===== src/layer_render_macros.svh =====
// Layer renderer constants for bus, line buffer and base register widths
`ifndef LAYER_RENDER_MACROS_SVH
`define LAYER_RENDER_MACROS_SVH

// Video memory bus, word addressed
`define BUS_ADDR_W  15
`define BUS_DATA_W  32

// Line buffer index and visible width
`define LB_IDX_W    10
`define LINE_PIXELS 640

// Map and tile base registers count in blocks of 128 words
`define BASE_SHIFT  7

`endif


===== src/layer_render_pkg.sv =====
// Shared types of the tiled layer renderer
`include "layer_render_macros.svh"

package layer_render_pkg;

    // Tile color depth, 0 is not supported
    typedef enum logic [1:0] {
        DEPTH_2BPP = 2'd1,
        DEPTH_4BPP = 2'd2,
        DEPTH_8BPP = 2'd3
    } color_depth_t;

    // Video memory
    typedef logic [`BUS_ADDR_W-1:0] bus_addr_t;
    typedef logic [`BUS_DATA_W-1:0] bus_word_t;

    // Map entry: [15:12] palette, [11] vflip, [10] hflip, [9:0] tile
    typedef logic [15:0] map_entry_t;
    typedef logic [9:0]  tile_idx_t;

    // Line buffer
    typedef logic [`LB_IDX_W-1:0] lb_idx_t;
    typedef logic [7:0]           pixel_t;

endpackage


===== src/fetch_sequencer.sv =====
// Fetch sequencer: reads map and pattern words over the bus and hands them to the pixel stage
module fetch_sequencer
    import layer_render_pkg::*;
(
    input  logic       clk,
    input  logic       rst,
    input  logic       line_render_start,
    input  bus_word_t  bus_rddata,
    input  logic       bus_ack,
    input  bus_addr_t  map_addr,
    input  bus_addr_t  tile_addr,
    input  logic [7:0] cur_attr,
    input  logic [3:0] tile_row_flipped,
    input  logic [1:0] rows_per_word_minus1,
    input  logic [1:0] words_per_row_minus1,
    input  logic       scrolled_htile_lsb,
    input  logic       render_busy,
    input  logic       line_done,
    output bus_addr_t  bus_addr,
    output logic       bus_strobe,
    output logic [7:0] htile_cnt,
    output logic [1:0] word_cnt,
    output bus_word_t  map_word,
    output bus_word_t  render_data,
    output logic [7:0] render_attr,
    output logic       render_start
);

    typedef enum logic [2:0] {
        ST_IDLE,
        ST_FETCH_MAP,
        ST_WAIT_MAP,
        ST_FETCH_TILE,
        ST_WAIT_TILE,
        ST_HANDOVER
    } state_t;

    state_t    state;
    logic      bus_req;
    bus_word_t tile_data;

    // Request is held until the ack cycle
    assign bus_strobe = bus_req && !bus_ack;

    ////////////////////////////////////////////////////////////
    // Hand-over to the pixel stage
    ////////////////////////////////////////////////////////////

    // Entry decode still refers to the current tile in this state
    assign render_start = (state == ST_HANDOVER) && !render_busy && !line_done;
    assign render_attr  = cur_attr;

    // Words holding two rows give the flipped row's half
    always_comb begin
        if (rows_per_word_minus1 != 2'd0) begin
            render_data = {16'h0000, tile_row_flipped[0] ? tile_data[31:16] : tile_data[15:0]};
        end else begin
            render_data = tile_data;
        end
    end

    always_ff @(posedge clk) begin
        if (rst) begin
            state     <= ST_IDLE;
            bus_req   <= 1'b0;
            htile_cnt <= '0;
            word_cnt  <= '0;
        end else begin
            case (state)
                ST_FETCH_MAP: begin
                    bus_addr <= map_addr;
                    bus_req  <= 1'b1;
                    state    <= ST_WAIT_MAP;
                end
                ST_WAIT_MAP: begin
                    if (bus_ack) begin
                        map_word <= bus_rddata;
                        bus_req  <= 1'b0;
                        state    <= ST_FETCH_TILE;
                    end
                end
                ST_FETCH_TILE: begin
                    bus_addr <= tile_addr;
                    bus_req  <= 1'b1;
                    state    <= ST_WAIT_TILE;
                end
                ST_WAIT_TILE: begin
                    if (bus_ack) begin
                        tile_data <= bus_rddata;
                        bus_req   <= 1'b0;
                        state     <= ST_HANDOVER;
                    end
                end
                ST_HANDOVER: begin
                    if (line_done) begin
                        state     <= ST_IDLE;
                        htile_cnt <= '0;
                        word_cnt  <= '0;
                    end else if (!render_busy) begin
                        if (word_cnt == words_per_row_minus1) begin
                            word_cnt  <= '0;
                            htile_cnt <= htile_cnt + 8'd1;
                            // New map word only after the odd entry of a pair
                            state     <= scrolled_htile_lsb ? ST_FETCH_MAP : ST_FETCH_TILE;
                        end else begin
                            word_cnt <= word_cnt + 2'd1;
                            state    <= ST_FETCH_TILE;
                        end
                    end
                end
                default: begin
                end
            endcase

            if (line_render_start) begin
                htile_cnt <= '0;
                word_cnt  <= '0;
                if (state == ST_IDLE) begin
                    // Counters are already zero in idle, so column 0 can go out now
                    bus_addr <= map_addr;
                    bus_req  <= 1'b1;
                    state    <= ST_WAIT_MAP;
                end else begin
                    state <= ST_FETCH_MAP;
                end
            end
        end
    end

endmodule


===== src/layer_geometry.sv =====
// Layer geometry decode: word and pixel counts per mode, scrolled map row, line start index
module layer_geometry
    import layer_render_pkg::*;
(
    input  logic [8:0]   line_idx,
    input  color_depth_t color_depth,
    input  logic         tile_width,
    input  logic         tile_height,
    input  logic [1:0]   map_height,
    input  logic [11:0]  vscroll,
    input  logic [11:0]  hscroll,
    output logic [4:0]   pixels_per_word_minus1,
    output logic [1:0]   rows_per_word_minus1,
    output logic [1:0]   words_per_row_minus1,
    output logic [3:0]   tile_row,
    output logic [7:0]   map_row,
    output lb_idx_t      lb_start,
    output logic [7:0]   htile_offset
);

    logic [11:0] scrolled_line;
    logic [7:0]  vmap_idx;
    logic [3:0]  subtile_hscroll;

    // Counts per pattern word by depth and tile width
    always_comb begin
        case (color_depth)
            DEPTH_2BPP: begin
                pixels_per_word_minus1 = tile_width ? 5'd15 : 5'd7;
                rows_per_word_minus1   = tile_width ? 2'd0 : 2'd1;
                words_per_row_minus1   = 2'd0;
            end
            DEPTH_4BPP: begin
                pixels_per_word_minus1 = 5'd7;
                rows_per_word_minus1   = 2'd0;
                words_per_row_minus1   = tile_width ? 2'd1 : 2'd0;
            end
            default: begin
                pixels_per_word_minus1 = 5'd3;
                rows_per_word_minus1   = 2'd0;
                words_per_row_minus1   = tile_width ? 2'd3 : 2'd1;
            end
        endcase
    end

    ////////////////////////////////////////////////////////////
    // Vertical scroll and map row wrap
    ////////////////////////////////////////////////////////////

    assign scrolled_line = {3'b000, line_idx} + vscroll;
    assign tile_row      = scrolled_line[3:0];
    assign vmap_idx      = tile_height ? scrolled_line[11:4] : scrolled_line[10:3];

    always_comb begin
        case (map_height)
            2'd0:    map_row = {3'b000, vmap_idx[4:0]};
            2'd1:    map_row = {2'b00, vmap_idx[5:0]};
            2'd2:    map_row = {1'b0, vmap_idx[6:0]};
            default: map_row = vmap_idx;
        endcase
    end

    ////////////////////////////////////////////////////////////
    // Horizontal scroll, whole tiles and sub-tile remainder
    ////////////////////////////////////////////////////////////

    assign htile_offset    = tile_width ? hscroll[11:4] : hscroll[10:3];
    assign subtile_hscroll = tile_width ? hscroll[3:0] : {1'b0, hscroll[2:0]};

    // First pixels land at negative indices and fall outside the line
    assign lb_start = lb_idx_t'(0) - lb_idx_t'(subtile_hscroll);

endmodule


===== src/layer_renderer.sv =====
// Tiled layer renderer top: renders one background line from video memory into the line buffer
module layer_renderer
    import layer_render_pkg::*;
(
    input  logic         clk,
    input  logic         rst,

    // Line control and layer registers
    input  logic [8:0]   line_idx,
    input  logic         line_render_start,
    input  color_depth_t color_depth,
    input  logic         tile_height,
    input  logic         tile_width,
    input  logic [1:0]   map_height,
    input  logic [1:0]   map_width,
    input  logic [7:0]   map_baseaddr,
    input  logic [7:0]   tile_baseaddr,
    input  logic [11:0]  hscroll,
    input  logic [11:0]  vscroll,

    // Video memory bus
    output bus_addr_t    bus_addr,
    input  bus_word_t    bus_rddata,
    output logic         bus_strobe,
    input  logic         bus_ack,

    // Line buffer
    output lb_idx_t      linebuf_wridx,
    output pixel_t       linebuf_wrdata,
    output logic         linebuf_wren
);

    // Geometry
    logic [4:0] pixels_per_word_minus1;
    logic [1:0] rows_per_word_minus1;
    logic [1:0] words_per_row_minus1;
    logic [3:0] tile_row;
    logic [7:0] map_row;
    lb_idx_t    lb_start;
    logic [7:0] htile_offset;

    // Addressing and entry decode
    bus_addr_t  map_addr;
    bus_addr_t  tile_addr;
    logic [7:0] cur_attr;
    logic [3:0] tile_row_flipped;
    logic       hflip;
    logic       scrolled_htile_lsb;

    // Fetch to pixel stage
    logic [7:0] htile_cnt;
    logic [1:0] word_cnt;
    bus_word_t  map_word;
    bus_word_t  render_data;
    logic [7:0] render_attr;
    logic       render_start;
    logic       render_busy;
    logic       line_done;

    layer_geometry  geometry_i (.*);
    tile_addr_gen   addr_gen_i (.*);
    fetch_sequencer fetch_i    (.*);
    pixel_renderer  pixel_i    (.*);

endmodule


===== src/pixel_renderer.sv =====
// Pixel renderer: unpacks pattern words into colors and writes them to the line buffer
`include "layer_render_macros.svh"

module pixel_renderer
    import layer_render_pkg::*;
(
    input  logic         clk,
    input  logic         rst,
    input  logic         line_render_start,
    input  logic         render_start,
    input  bus_word_t    render_data,
    input  logic [7:0]   render_attr,
    input  logic         hflip,
    input  color_depth_t color_depth,
    input  logic [4:0]   pixels_per_word_minus1,
    input  lb_idx_t      lb_start,
    output logic         render_busy,
    output logic         line_done,
    output lb_idx_t      linebuf_wridx,
    output pixel_t       linebuf_wrdata,
    output logic         linebuf_wren
);

    logic [4:0] xcnt_r;
    logic       busy_r;
    bus_word_t  data_r;
    logic [3:0] pal_r;
    logic       flip_r;
    lb_idx_t    wridx_r;

    logic [4:0] cur_x;
    bus_word_t  cur_data;
    logic [3:0] cur_pal;
    logic       cur_flip;
    logic [3:0] pix_pos;
    logic [4:0] bit_pos;
    pixel_t     raw_color;
    pixel_t     color;
    logic       active;

    assign line_done   = (wridx_r == lb_idx_t'(`LINE_PIXELS));
    assign render_busy = busy_r;
    assign active      = !line_done && (busy_r || render_start);

    ////////////////////////////////////////////////////////////
    // Pixel select
    ////////////////////////////////////////////////////////////

    // First pixel of a word comes straight from the hand-over
    always_comb begin
        cur_x    = render_start ? 5'd0 : xcnt_r;
        cur_data = render_start ? render_data : data_r;
        cur_pal  = render_start ? render_attr[7:4] : pal_r;
        cur_flip = render_start ? hflip : flip_r;
    end

    // Mirror within the word's own pixel count
    assign pix_pos = cur_flip ? (cur_x[3:0] ^ pixels_per_word_minus1[3:0]) : cur_x[3:0];

    // Leftmost pixel sits in the high bits of each byte
    always_comb begin
        case (color_depth)
            DEPTH_2BPP: begin
                bit_pos   = {pix_pos[3:2], ~pix_pos[1:0], 1'b0};
                raw_color = {6'b000000, cur_data[bit_pos +: 2]};
            end
            DEPTH_4BPP: begin
                bit_pos   = {pix_pos[2:1], ~pix_pos[0], 2'b00};
                raw_color = {4'h0, cur_data[bit_pos +: 4]};
            end
            default: begin
                bit_pos   = {pix_pos[1:0], 3'b000};
                raw_color = cur_data[bit_pos +: 8];
            end
        endcase
    end

    // Palette offset, color 0 stays transparent
    assign color = (raw_color[7:4] == 4'h0 && raw_color[3:0] != 4'h0) ?
                   {cur_pal, raw_color[3:0]} : raw_color;

    ////////////////////////////////////////////////////////////
    // Counters and line buffer write
    ////////////////////////////////////////////////////////////

    always_ff @(posedge clk) begin
        if (rst) begin
            xcnt_r       <= '0;
            busy_r       <= 1'b0;
            wridx_r      <= '0;
            linebuf_wren <= 1'b0;
        end else begin
            linebuf_wren <= active;
            if (active) begin
                wridx_r <= wridx_r + 1'b1;
                if (cur_x == pixels_per_word_minus1) begin
                    busy_r <= 1'b0;
                    xcnt_r <= '0;
                end else begin
                    busy_r <= 1'b1;
                    xcnt_r <= cur_x + 5'd1;
                end
            end
            if (line_render_start) begin
                wridx_r <= lb_start;
                busy_r  <= 1'b0;
                xcnt_r  <= '0;
            end
        end
    end

    always_ff @(posedge clk) begin
        if (render_start) begin
            data_r <= render_data;
            pal_r  <= render_attr[7:4];
            flip_r <= hflip;
        end
        if (active) begin
            linebuf_wridx  <= wridx_r;
            linebuf_wrdata <= color;
        end
    end

endmodule


===== src/tile_addr_gen.sv =====
// Tile address generator: map entry address, entry decode and pattern word address
`include "layer_render_macros.svh"

module tile_addr_gen
    import layer_render_pkg::*;
(
    input  color_depth_t color_depth,
    input  logic         tile_width,
    input  logic         tile_height,
    input  logic [1:0]   map_width,
    input  logic [7:0]   map_baseaddr,
    input  logic [7:0]   tile_baseaddr,
    input  logic [7:0]   map_row,
    input  logic [3:0]   tile_row,
    input  logic [7:0]   htile_cnt,
    input  logic [1:0]   word_cnt,
    input  logic [7:0]   htile_offset,
    input  bus_word_t    map_word,
    output bus_addr_t    map_addr,
    output bus_addr_t    tile_addr,
    output logic [7:0]   cur_attr,
    output logic [3:0]   tile_row_flipped,
    output logic         hflip,
    output logic         scrolled_htile_lsb
);

    logic [7:0]  scrolled_htile;
    logic [15:0] map_idx;
    map_entry_t  entry;
    tile_idx_t   tile_idx;
    logic        vflip;
    logic [1:0]  word_flipped;
    logic [3:0]  r;
    bus_addr_t   pattern_offset;

    assign scrolled_htile     = htile_cnt + htile_offset;
    assign scrolled_htile_lsb = scrolled_htile[0];

    // Row-major map index, column wrapped by map width
    always_comb begin
        case (map_width)
            2'd0:    map_idx = {3'b000, map_row, scrolled_htile[4:0]};
            2'd1:    map_idx = {2'b00, map_row, scrolled_htile[5:0]};
            2'd2:    map_idx = {1'b0, map_row, scrolled_htile[6:0]};
            default: map_idx = {map_row, scrolled_htile};
        endcase
    end

    // Two entries per word
    assign map_addr = (bus_addr_t'(map_baseaddr) << `BASE_SHIFT) + bus_addr_t'(map_idx[15:1]);

    assign entry    = map_idx[0] ? map_word[31:16] : map_word[15:0];
    assign tile_idx = entry[9:0];
    assign hflip    = entry[10];
    assign vflip    = entry[11];
    assign cur_attr = entry[15:8];

    assign tile_row_flipped = vflip ? ~tile_row : tile_row;
    assign word_flipped     = hflip ? ~word_cnt : word_cnt;
    assign r                = tile_row_flipped;

    ////////////////////////////////////////////////////////////
    // Pattern word offset within the tile area
    ////////////////////////////////////////////////////////////

    always_comb begin
        case (color_depth)
            DEPTH_2BPP: begin
                case ({tile_width, tile_height})
                    2'b00:   pattern_offset = {3'b000, tile_idx, r[2:1]};
                    2'b01:   pattern_offset = {2'b00, tile_idx, r[3:1]};
                    2'b10:   pattern_offset = {2'b00, tile_idx, r[2:0]};
                    default: pattern_offset = {1'b0, tile_idx, r[3:0]};
                endcase
            end
            DEPTH_4BPP: begin
                case ({tile_width, tile_height})
                    2'b00:   pattern_offset = {2'b00, tile_idx, r[2:0]};
                    2'b01:   pattern_offset = {1'b0, tile_idx, r[3:0]};
                    2'b10:   pattern_offset = {1'b0, tile_idx, r[2:0], word_flipped[0]};
                    default: pattern_offset = {tile_idx, r[3:0], word_flipped[0]};
                endcase
            end
            default: begin
                case ({tile_width, tile_height})
                    2'b00:   pattern_offset = {1'b0, tile_idx, r[2:0], word_flipped[0]};
                    2'b01:   pattern_offset = {tile_idx, r[3:0], word_flipped[0]};
                    2'b10:   pattern_offset = {tile_idx, r[2:0], word_flipped};
                    default: pattern_offset = {tile_idx[8:0], r[3:0], word_flipped};
                endcase
            end
        endcase
    end

    assign tile_addr = (bus_addr_t'(tile_baseaddr) << `BASE_SHIFT) + pattern_offset;

endmodule

===== config.mk =====
export PLATFORM = sky130hd
export DESIGN_NAME = layer_renderer
export DESIGN_NICKNAME = d
export VERILOG_FILES = /design/src/layer_render_pkg.sv /design/src/fetch_sequencer.sv /design/src/layer_geometry.sv /design/src/layer_renderer.sv /design/src/pixel_renderer.sv /design/src/tile_addr_gen.sv
export VERILOG_INCLUDE_DIRS = /design/src
export SDC_FILE = /design/constraint.sdc
export NUM_CORES = 1
export LEC_CHECK = 0
export ABC_CLOCK_PERIOD_IN_PS = 6000
export BUFFER_PORTS_ARGS = -buffer_cell sky130_fd_sc_hd__buf_2
export CORE_MARGIN = 2
export CORE_UTILIZATION = 40
export DETAILED_ROUTE_END_ITERATION = 10
export PLACE_DENSITY = 0.63
export SLEW_MARGIN = 25
export SYNTH_ARGS = -nofsm -noshare
export SYNTH_HDL_FRONTEND = slang
export SYNTH_SLANG_ARGS = --single-unit

===== constraint.sdc =====
create_clock -name clk -period 6 [get_ports clk]
set_input_delay 0.3 -clock clk [delete_from_list [all_inputs] [get_ports clk]]
set_output_delay 0.3 -clock clk [all_outputs]
set_load 0.01 [all_outputs]

Word-level counts from Yosys, hierarchy flattened
Index checks and enable logic that the tools add are counted.
{"block": "classes", "addsub": 9, "n_eq_ne": 20, "n_shift": 3, "n_mux": 54, "n_bitwise": 6, "n_reduce_logical": 27}
{"operator": "15-bit one-hot mux with 3 select lines", "count": 2}
{"operator": "32-bit 2-to-1 mux", "count": 2}
{"operator": "15-bit one-hot mux with 2 select lines", "count": 2}
{"operator": "8-bit 2-to-1 mux", "count": 6}
{"operator": "16-bit one-hot mux with 3 select lines", "count": 1}
{"operator": "14-bit one-hot mux with 3 select lines", "count": 1}
{"operator": "16-bit 2-to-1 mux", "count": 2}
{"operator": "32-bit by 6-bit indexed part select with 2-bit output", "count": 1}
{"operator": "32-bit by 6-bit indexed part select with 4-bit output", "count": 1}
{"operator": "32-bit by 6-bit indexed part select with 8-bit output", "count": 1}
{"operator": "15-bit adder", "count": 2}
{"operator": "15-bit 2-to-1 mux", "count": 2}
{"operator": "8-bit one-hot mux with 3 select lines", "count": 1}
{"operator": "10-bit 2-to-1 mux", "count": 2}
{"operator": "4-bit 2-to-1 mux", "count": 5}
{"operator": "3-bit 2-to-1 mux", "count": 6}
{"operator": "2-bit 2-to-1 mux", "count": 8}
{"operator": "8-bit one-hot mux with 2 select lines", "count": 1}
{"operator": "3-bit one-hot mux with 5 select lines", "count": 1}
{"operator": "9-bit by 12-bit adder with 12-bit output", "count": 1}
{"operator": "10-bit by 1-bit adder with 10-bit output, second input constant", "count": 1}
{"operator": "10-bit equality test, second input constant", "count": 1}
{"operator": "5-bit 2-to-1 mux", "count": 2}
{"operator": "5-bit one-hot mux with 2 select lines", "count": 1}
{"operator": "other kinds (35)", "count": 66}
{"block": "word_totals", "reg_bits": 165, "input_bits": 93, "output_inout_bits": 35, "elab_cells": 135}

Longest topological paths before layout
{"block": "depth", "ltp_word": 14, "ltp_mapped": 23}

Hierarchy
Synthesis repeated with hierarchy kept, for this count alone.
{"block": "unflattened", "cells_unflattened": 1057, "hier_area_um2": 10603.9}
{"module": "pixel_renderer", "n_inst": 1, "cells_each": 405, "area_per_inst_um2": 3872.5, "seq_area_each_um2": 1621.6}
{"module": "fetch_sequencer", "n_inst": 1, "cells_each": 268, "area_per_inst_um2": 3818.7, "seq_area_each_um2": 2652.5}
{"module": "tile_addr_gen", "n_inst": 1, "cells_each": 264, "area_per_inst_um2": 2013.2, "seq_area_each_um2": 0.0}
{"module": "layer_geometry", "n_inst": 1, "cells_each": 120, "area_per_inst_um2": 899.6, "seq_area_each_um2": 0.0}

Worst setup path after synthesis
Ideal clock, no wire load.
{"block": "synth_timing", "kind": "input port to flip-flop", "from": "input port tile_width", "to": "register fetch_i.bus_addr[14] (data pin)", "setup_ns": 0.276, "arrival_ns": 5.599, "t_required_ns": 5.724, "setup_slack_ns": 0.125, "path_stages": 21, "path_buffers": 6, "path_cell_list": "clkbuf_1 -> buf_1 -> clkbuf_1 -> buf_1 -> mux2_2 -> ha_1 -> buf_4 -> buf_1 -> mux4_2 -> mux2_2 -> a22oi_1 -> o21ai_0 -> ha_1 -> a21o_1 -> a21o_1 -> a21o_1 -> a21oi_1 -> o21bai_1 -> a21oi_1 -> xor2_1 -> o221ai_1"}
{"block": "synth_between", "elab_chain_len": 11, "word_cells_on_any_way": 18}
{"item": "start, declared", "line": "layer_renderer.sv:13", "text": "input logic tile_width,"}
{"item": "8-bit 2-to-1 mux", "line": "layer_geometry.sv:67", "text": "assign htile_offset = tile_width ? hscroll[11:4] : hscroll[10:3];"}
{"item": "8-bit adder", "line": "tile_addr_gen.sv:36", "text": "assign scrolled_htile = htile_cnt + htile_offset;"}
{"item": "16-bit one-hot mux with 3 select lines", "line": "tile_addr_gen.sv:41", "text": "case (map_width)"}
{"item": "16-bit 2-to-1 mux", "line": "tile_addr_gen.sv:52", "text": "assign entry = map_idx[0] ? map_word[31:16] : map_word[15:0];"}
{"item": "2-bit 2-to-1 mux or 4-bit 2-to-1 mux (tied branches)", "line": "tile_addr_gen.sv:59, tile_addr_gen.sv:58"}
{"item": "15-bit one-hot mux with 3 select lines, or another cell as far along", "line": "tile_addr_gen.sv:85", "text": "case ({tile_width, tile_height})"}
{"item": "15-bit one-hot mux with 2 select lines", "line": "tile_addr_gen.sv:67", "text": "case (color_depth)"}
{"item": "15-bit adder", "line": "tile_addr_gen.sv:95", "text": "assign tile_addr = (bus_addr_t'(tile_baseaddr) << `BASE_SHIFT) + pattern_offset;"}
{"item": "15-bit one-hot mux with 2 select lines", "line": "fetch_sequencer.sv:69", "text": "case (state)"}
{"item": "15-bit 2-to-1 mux", "line": "fetch_sequencer.sv:118", "text": "if (state == ST_IDLE) begin"}
{"item": "15-bit 2-to-1 mux *", "line": "fetch_sequencer.sv:115", "text": "if (line_render_start) begin"}
{"item": "end signal, assigned", "line": "fetch_sequencer.sv:71", "text": "bus_addr <= map_addr;"}
{"item": "end signal, assigned", "line": "fetch_sequencer.sv:83", "text": "bus_addr <= tile_addr;"}
{"item": "end signal, assigned", "line": "fetch_sequencer.sv:120", "text": "bus_addr <= map_addr;"}
{"item": "end, declared", "line": "fetch_sequencer.sv:19", "text": "output bus_addr_t bus_addr,"}
Mark *: on every way between the ends. The rest lies on a longest branch, timed or not.
A chain may end at the register's enable or synchronous reset.

Final worst setup path
{"block": "layout_timing", "from": "register fetch_i.htile_cnt[0]", "to": "register fetch_i.bus_addr[14] (data pin)"}
{"block": "layout_between", "elab_chain_len": 10, "word_cells_on_any_way": 14}
{"item": "start, declared", "line": "fetch_sequencer.sv:21", "text": "output logic [7:0] htile_cnt,"}
{"item": "start signal, assigned", "line": "fetch_sequencer.sv:102", "text": "htile_cnt <= htile_cnt + 8'd1;"}
{"item": "8-bit adder *", "line": "tile_addr_gen.sv:36"}
{"item": "16-bit one-hot mux with 3 select lines *", "line": "tile_addr_gen.sv:41"}
{"item": "16-bit 2-to-1 mux", "line": "tile_addr_gen.sv:52"}
{"item": "2-bit 2-to-1 mux or 4-bit 2-to-1 mux (tied branches)", "line": "tile_addr_gen.sv:59, tile_addr_gen.sv:58"}
{"item": "15-bit one-hot mux with 3 select lines, or another cell as far along", "line": "tile_addr_gen.sv:85"}
{"item": "15-bit one-hot mux with 2 select lines", "line": "tile_addr_gen.sv:67"}
{"item": "15-bit adder", "line": "tile_addr_gen.sv:95"}
{"item": "15-bit one-hot mux with 2 select lines", "line": "fetch_sequencer.sv:69"}
{"item": "15-bit 2-to-1 mux", "line": "fetch_sequencer.sv:118"}
{"item": "15-bit 2-to-1 mux *", "line": "fetch_sequencer.sv:115"}
Marked as above.

==> flow_summary.json <==
{
  "status": "finished, final reports clean",
  "startpoint_type": "flop",
  "yosysMostFrequentCell": "nand2_1",
  "start_util_pct": 40.7,
  "async_reset_ff_share_pct": 0,
  "groute.usage.overall_pct": 20.9,
  "cts_resized": 0,
  "num-nets-final": 1337,
  "hpwl_um": 20600,
  "cpMaxStageDelayCell": "ha_1",
  "detail-route-antenna-nets": 0,
  "drc": 0,
  "synth_ff_type": "edfxtp_1",
  "drive_gt1_share_pct": 18.9,
  "vias_per_cell": 5.66,
  "antenna_cells": 0,
  "synth_edf_count": 97,
  "numCtsBuffers": 17,
  "wl_per_cell_um": 18.1,
  "p_leak_nw": 4.85,
  "max-cap-violations": 0,
  "max_stage_delay_ns": 0.82,
  "pin_count": 128,
  "cts_max_level": 4,
  "crit_chain": "ha_1 -> mux4_2 -> mux2_2 -> a22oi_1 -> o21ai_0 -> ha_1 -> a21o_1 -> a21o_1 -> a21o_1 -> a21oi_1 -> o21bai_1 -> a21oi_1 -> xor2_1 -> o221ai_1",
  "path_class": "flop to flop",
  "synth_area_leader_cell": "edfxtp_1",
  "synth_area_um2": 10200,
  "synth-seq-area-share_pct": 41.7,
  "arrival_ns": 4.55,
  "fmax_ghz": 0.228,
  "wl_um": 27900,
  "setup_ws_ns": 1.62,
  "synth_top_area_share_pct": 28.4,
  "cts_hold_buf": 0,
  "hold_viol": 0,
  "whs_ns": 0.0465,
  "syn-num-nets": 1235,
  "worstMarginPinSlew_ns": 0.954,
  "netlist_instances": 1101,
  "dpl-instance-area_um2": 11200,
  "synth_area_leaders": "edfxtp_1, dfxtp_1, nand2_1",
  "grt_overflow": 0,
  "fin_cells": 1546,
  "dp_slack_ns": 1.22,
  "root_buffer": "clkbuf_16",
  "n_fill_cell": 2378,
  "core_um2": 25200,
  "rsz0062_at_grt": "no",
  "ir_worst_vdd_v": 0.000181,
  "startpoint": "fetch_i.htile_cnt[0]$_SDFFE_PP0P_",
  "drt_iter0_drc": 775,
  "clk_pin_slew_ns": 0.07,
  "io_buffers": 127,
  "die_w_um": 164,
  "first_global_vias": 8189,
  "critPathTopFamily": "compound AO/OA/AOI/OAI gates",
  "min_period_over_period_pct": 73.0,
  "vias": 8749,
  "post_cts_buffers": 0,
  "ys_types": 77,
  "insertion_delay_ns": 0.44,
  "cts.sinks": 165,
  "first_pass_iters": 5,
  "finalMaxSlewViolations": 0,
  "r2r-start": "fetch_i.htile_cnt[0]$_SDFFE_PP0P_",
  "hold_start": "bus_rddata[31]",
  "grt_max_degree": 52,
  "powerDensity_nw_per_um2": 254,
  "fin_util_pct": 46.9,
  "dp_cells": 1514,
  "dieArea_um2": 26900,
  "rows": 58,
  "path_buf_inv": 0,
  "final_area_um2": 11800,
  "die-height_um": 164,
  "netlist_top_cells_count": "nand2_1, edfxtp_1, nor2_1, a21oi_1, o21ai_0",
  "setup.worst_path.end_class": "flop",
  "total_power_mw": 3.00,
  "cp_max_fo": 14,
  "cts_buffer_depth": 2,
  "min_period_ns": 4.38,
  "synth_area_per_cell_um2": 9.31,
  "ys_ff_latch": 165,
  "crit_top_cell": "a21o_1",
  "gp_congestion": 0.889,
  "antenna_found_initial": 0,
  "cp.required_ns": 6.16,
  "grt_pass1_wl_um": 44000,
  "hp-class": "input port to flop",
  "setup_violations": 0,
  "finalClockSkew_ns": 0.0110,
  "synth_warnings": 0,
  "seqCellArea_um2": 4270,
  "multi_input_area_um2": 5590,
  "cts_tree": "yes",
  "fin_tns_setup_ns": 0,
  "area_growth_pct": 15.2,
  "max-slew-margin-rel_pct": 36.2
}
## layout by cell type (no fill, tap or decap), types with 15 or more instances in the layout
master,synthesis,final
nand2_1,139,139
o21ai_0,75,75
dfxtp_1,68,68
a22oi_1,15,15
inv_1,37,37
buf_4,1,20
xor2_1,22,22
mux2i_1,51,48
clkbuf_16,0,17
ha_1,37,37
edfxtp_1,97,97
nor3_1,16,16
xnor2_1,36,36
a21oi_1,79,79
mux2_2,26,26
nor2_1,81,81
nand3_1,45,45
buf_2,10,127
## flip-flops by register name, indices dropped and copies added, names as in the netlist, 8 cells and up
signal and count:
fetch_i.map_word 32, pixel_i.wridx_r 10, fetch_i.tile_data 32, fetch_i.bus_addr 15, pixel_i.linebuf_wridx 10, fetch_i.htile_cnt 8
pixel_i.data_r 32, pixel_i.linebuf_wrdata 8
## report_power, final
group	switching, mW	total (mW)	internal (mW)
logic	0.351	0.603	0.251
registers	0.0349	1.28	1.25
clock network	0.542	1.11	0.567
## routing by layer
metal	track usage, %	up-vias	share of wire [%]
met2	33.0	312	46
li1	-	4244	-
met3	3.61	45	5.9
met4	5.82	0	1.8
met5	0	-	0
met1	29.6	4148	46
## area by class of cell
type | instances | share of cell area (%)
Clock buffer | 17 | 3.60
Clock inverter | 15 | 1.50
Inverter | 40 | 1.27
Multi-Input combinational cell | 832 | 47.3
Sequential cell | 165 | 36.2
Tap cell | 330 | 3.50
Timing Repair Buffer | 147 | 6.65
## cells by family (layout without fill, tap and decap cells)
group / after synthesis / after routing / share of synthesized area [%]
AOI/OAI and AO/OA: 283 / 283 / 17.4
xor gates and xnor gates: 58 / 58 / 4.96
adders and majority gates: 41 / 41 / 5.30
buffers and inverters: 104 / 219 / 4.04
DFF: 165 / 165 / 41.7
muxes: 87 / 87 / 10.0
and+or+nand+nor: 363 / 363 / 16.6
## path summary, 6_finish.rpt
path                            cells after the start                         endpoint  slack (ns)
worst min-delay path                                1  fetch_i.tile_data[31]$_DFFE_PP_        0.05
worst min register to register                      2       pixel_i.data_r[26]$_DFF_P_        0.47
worst max register to register                     14   fetch_i.bus_addr[14]$_DFFE_PN_        1.62
worst max-delay path                               14   fetch_i.bus_addr[14]$_DFFE_PN_        1.62
No activity file was read; power rests on OpenSTA's default activity.
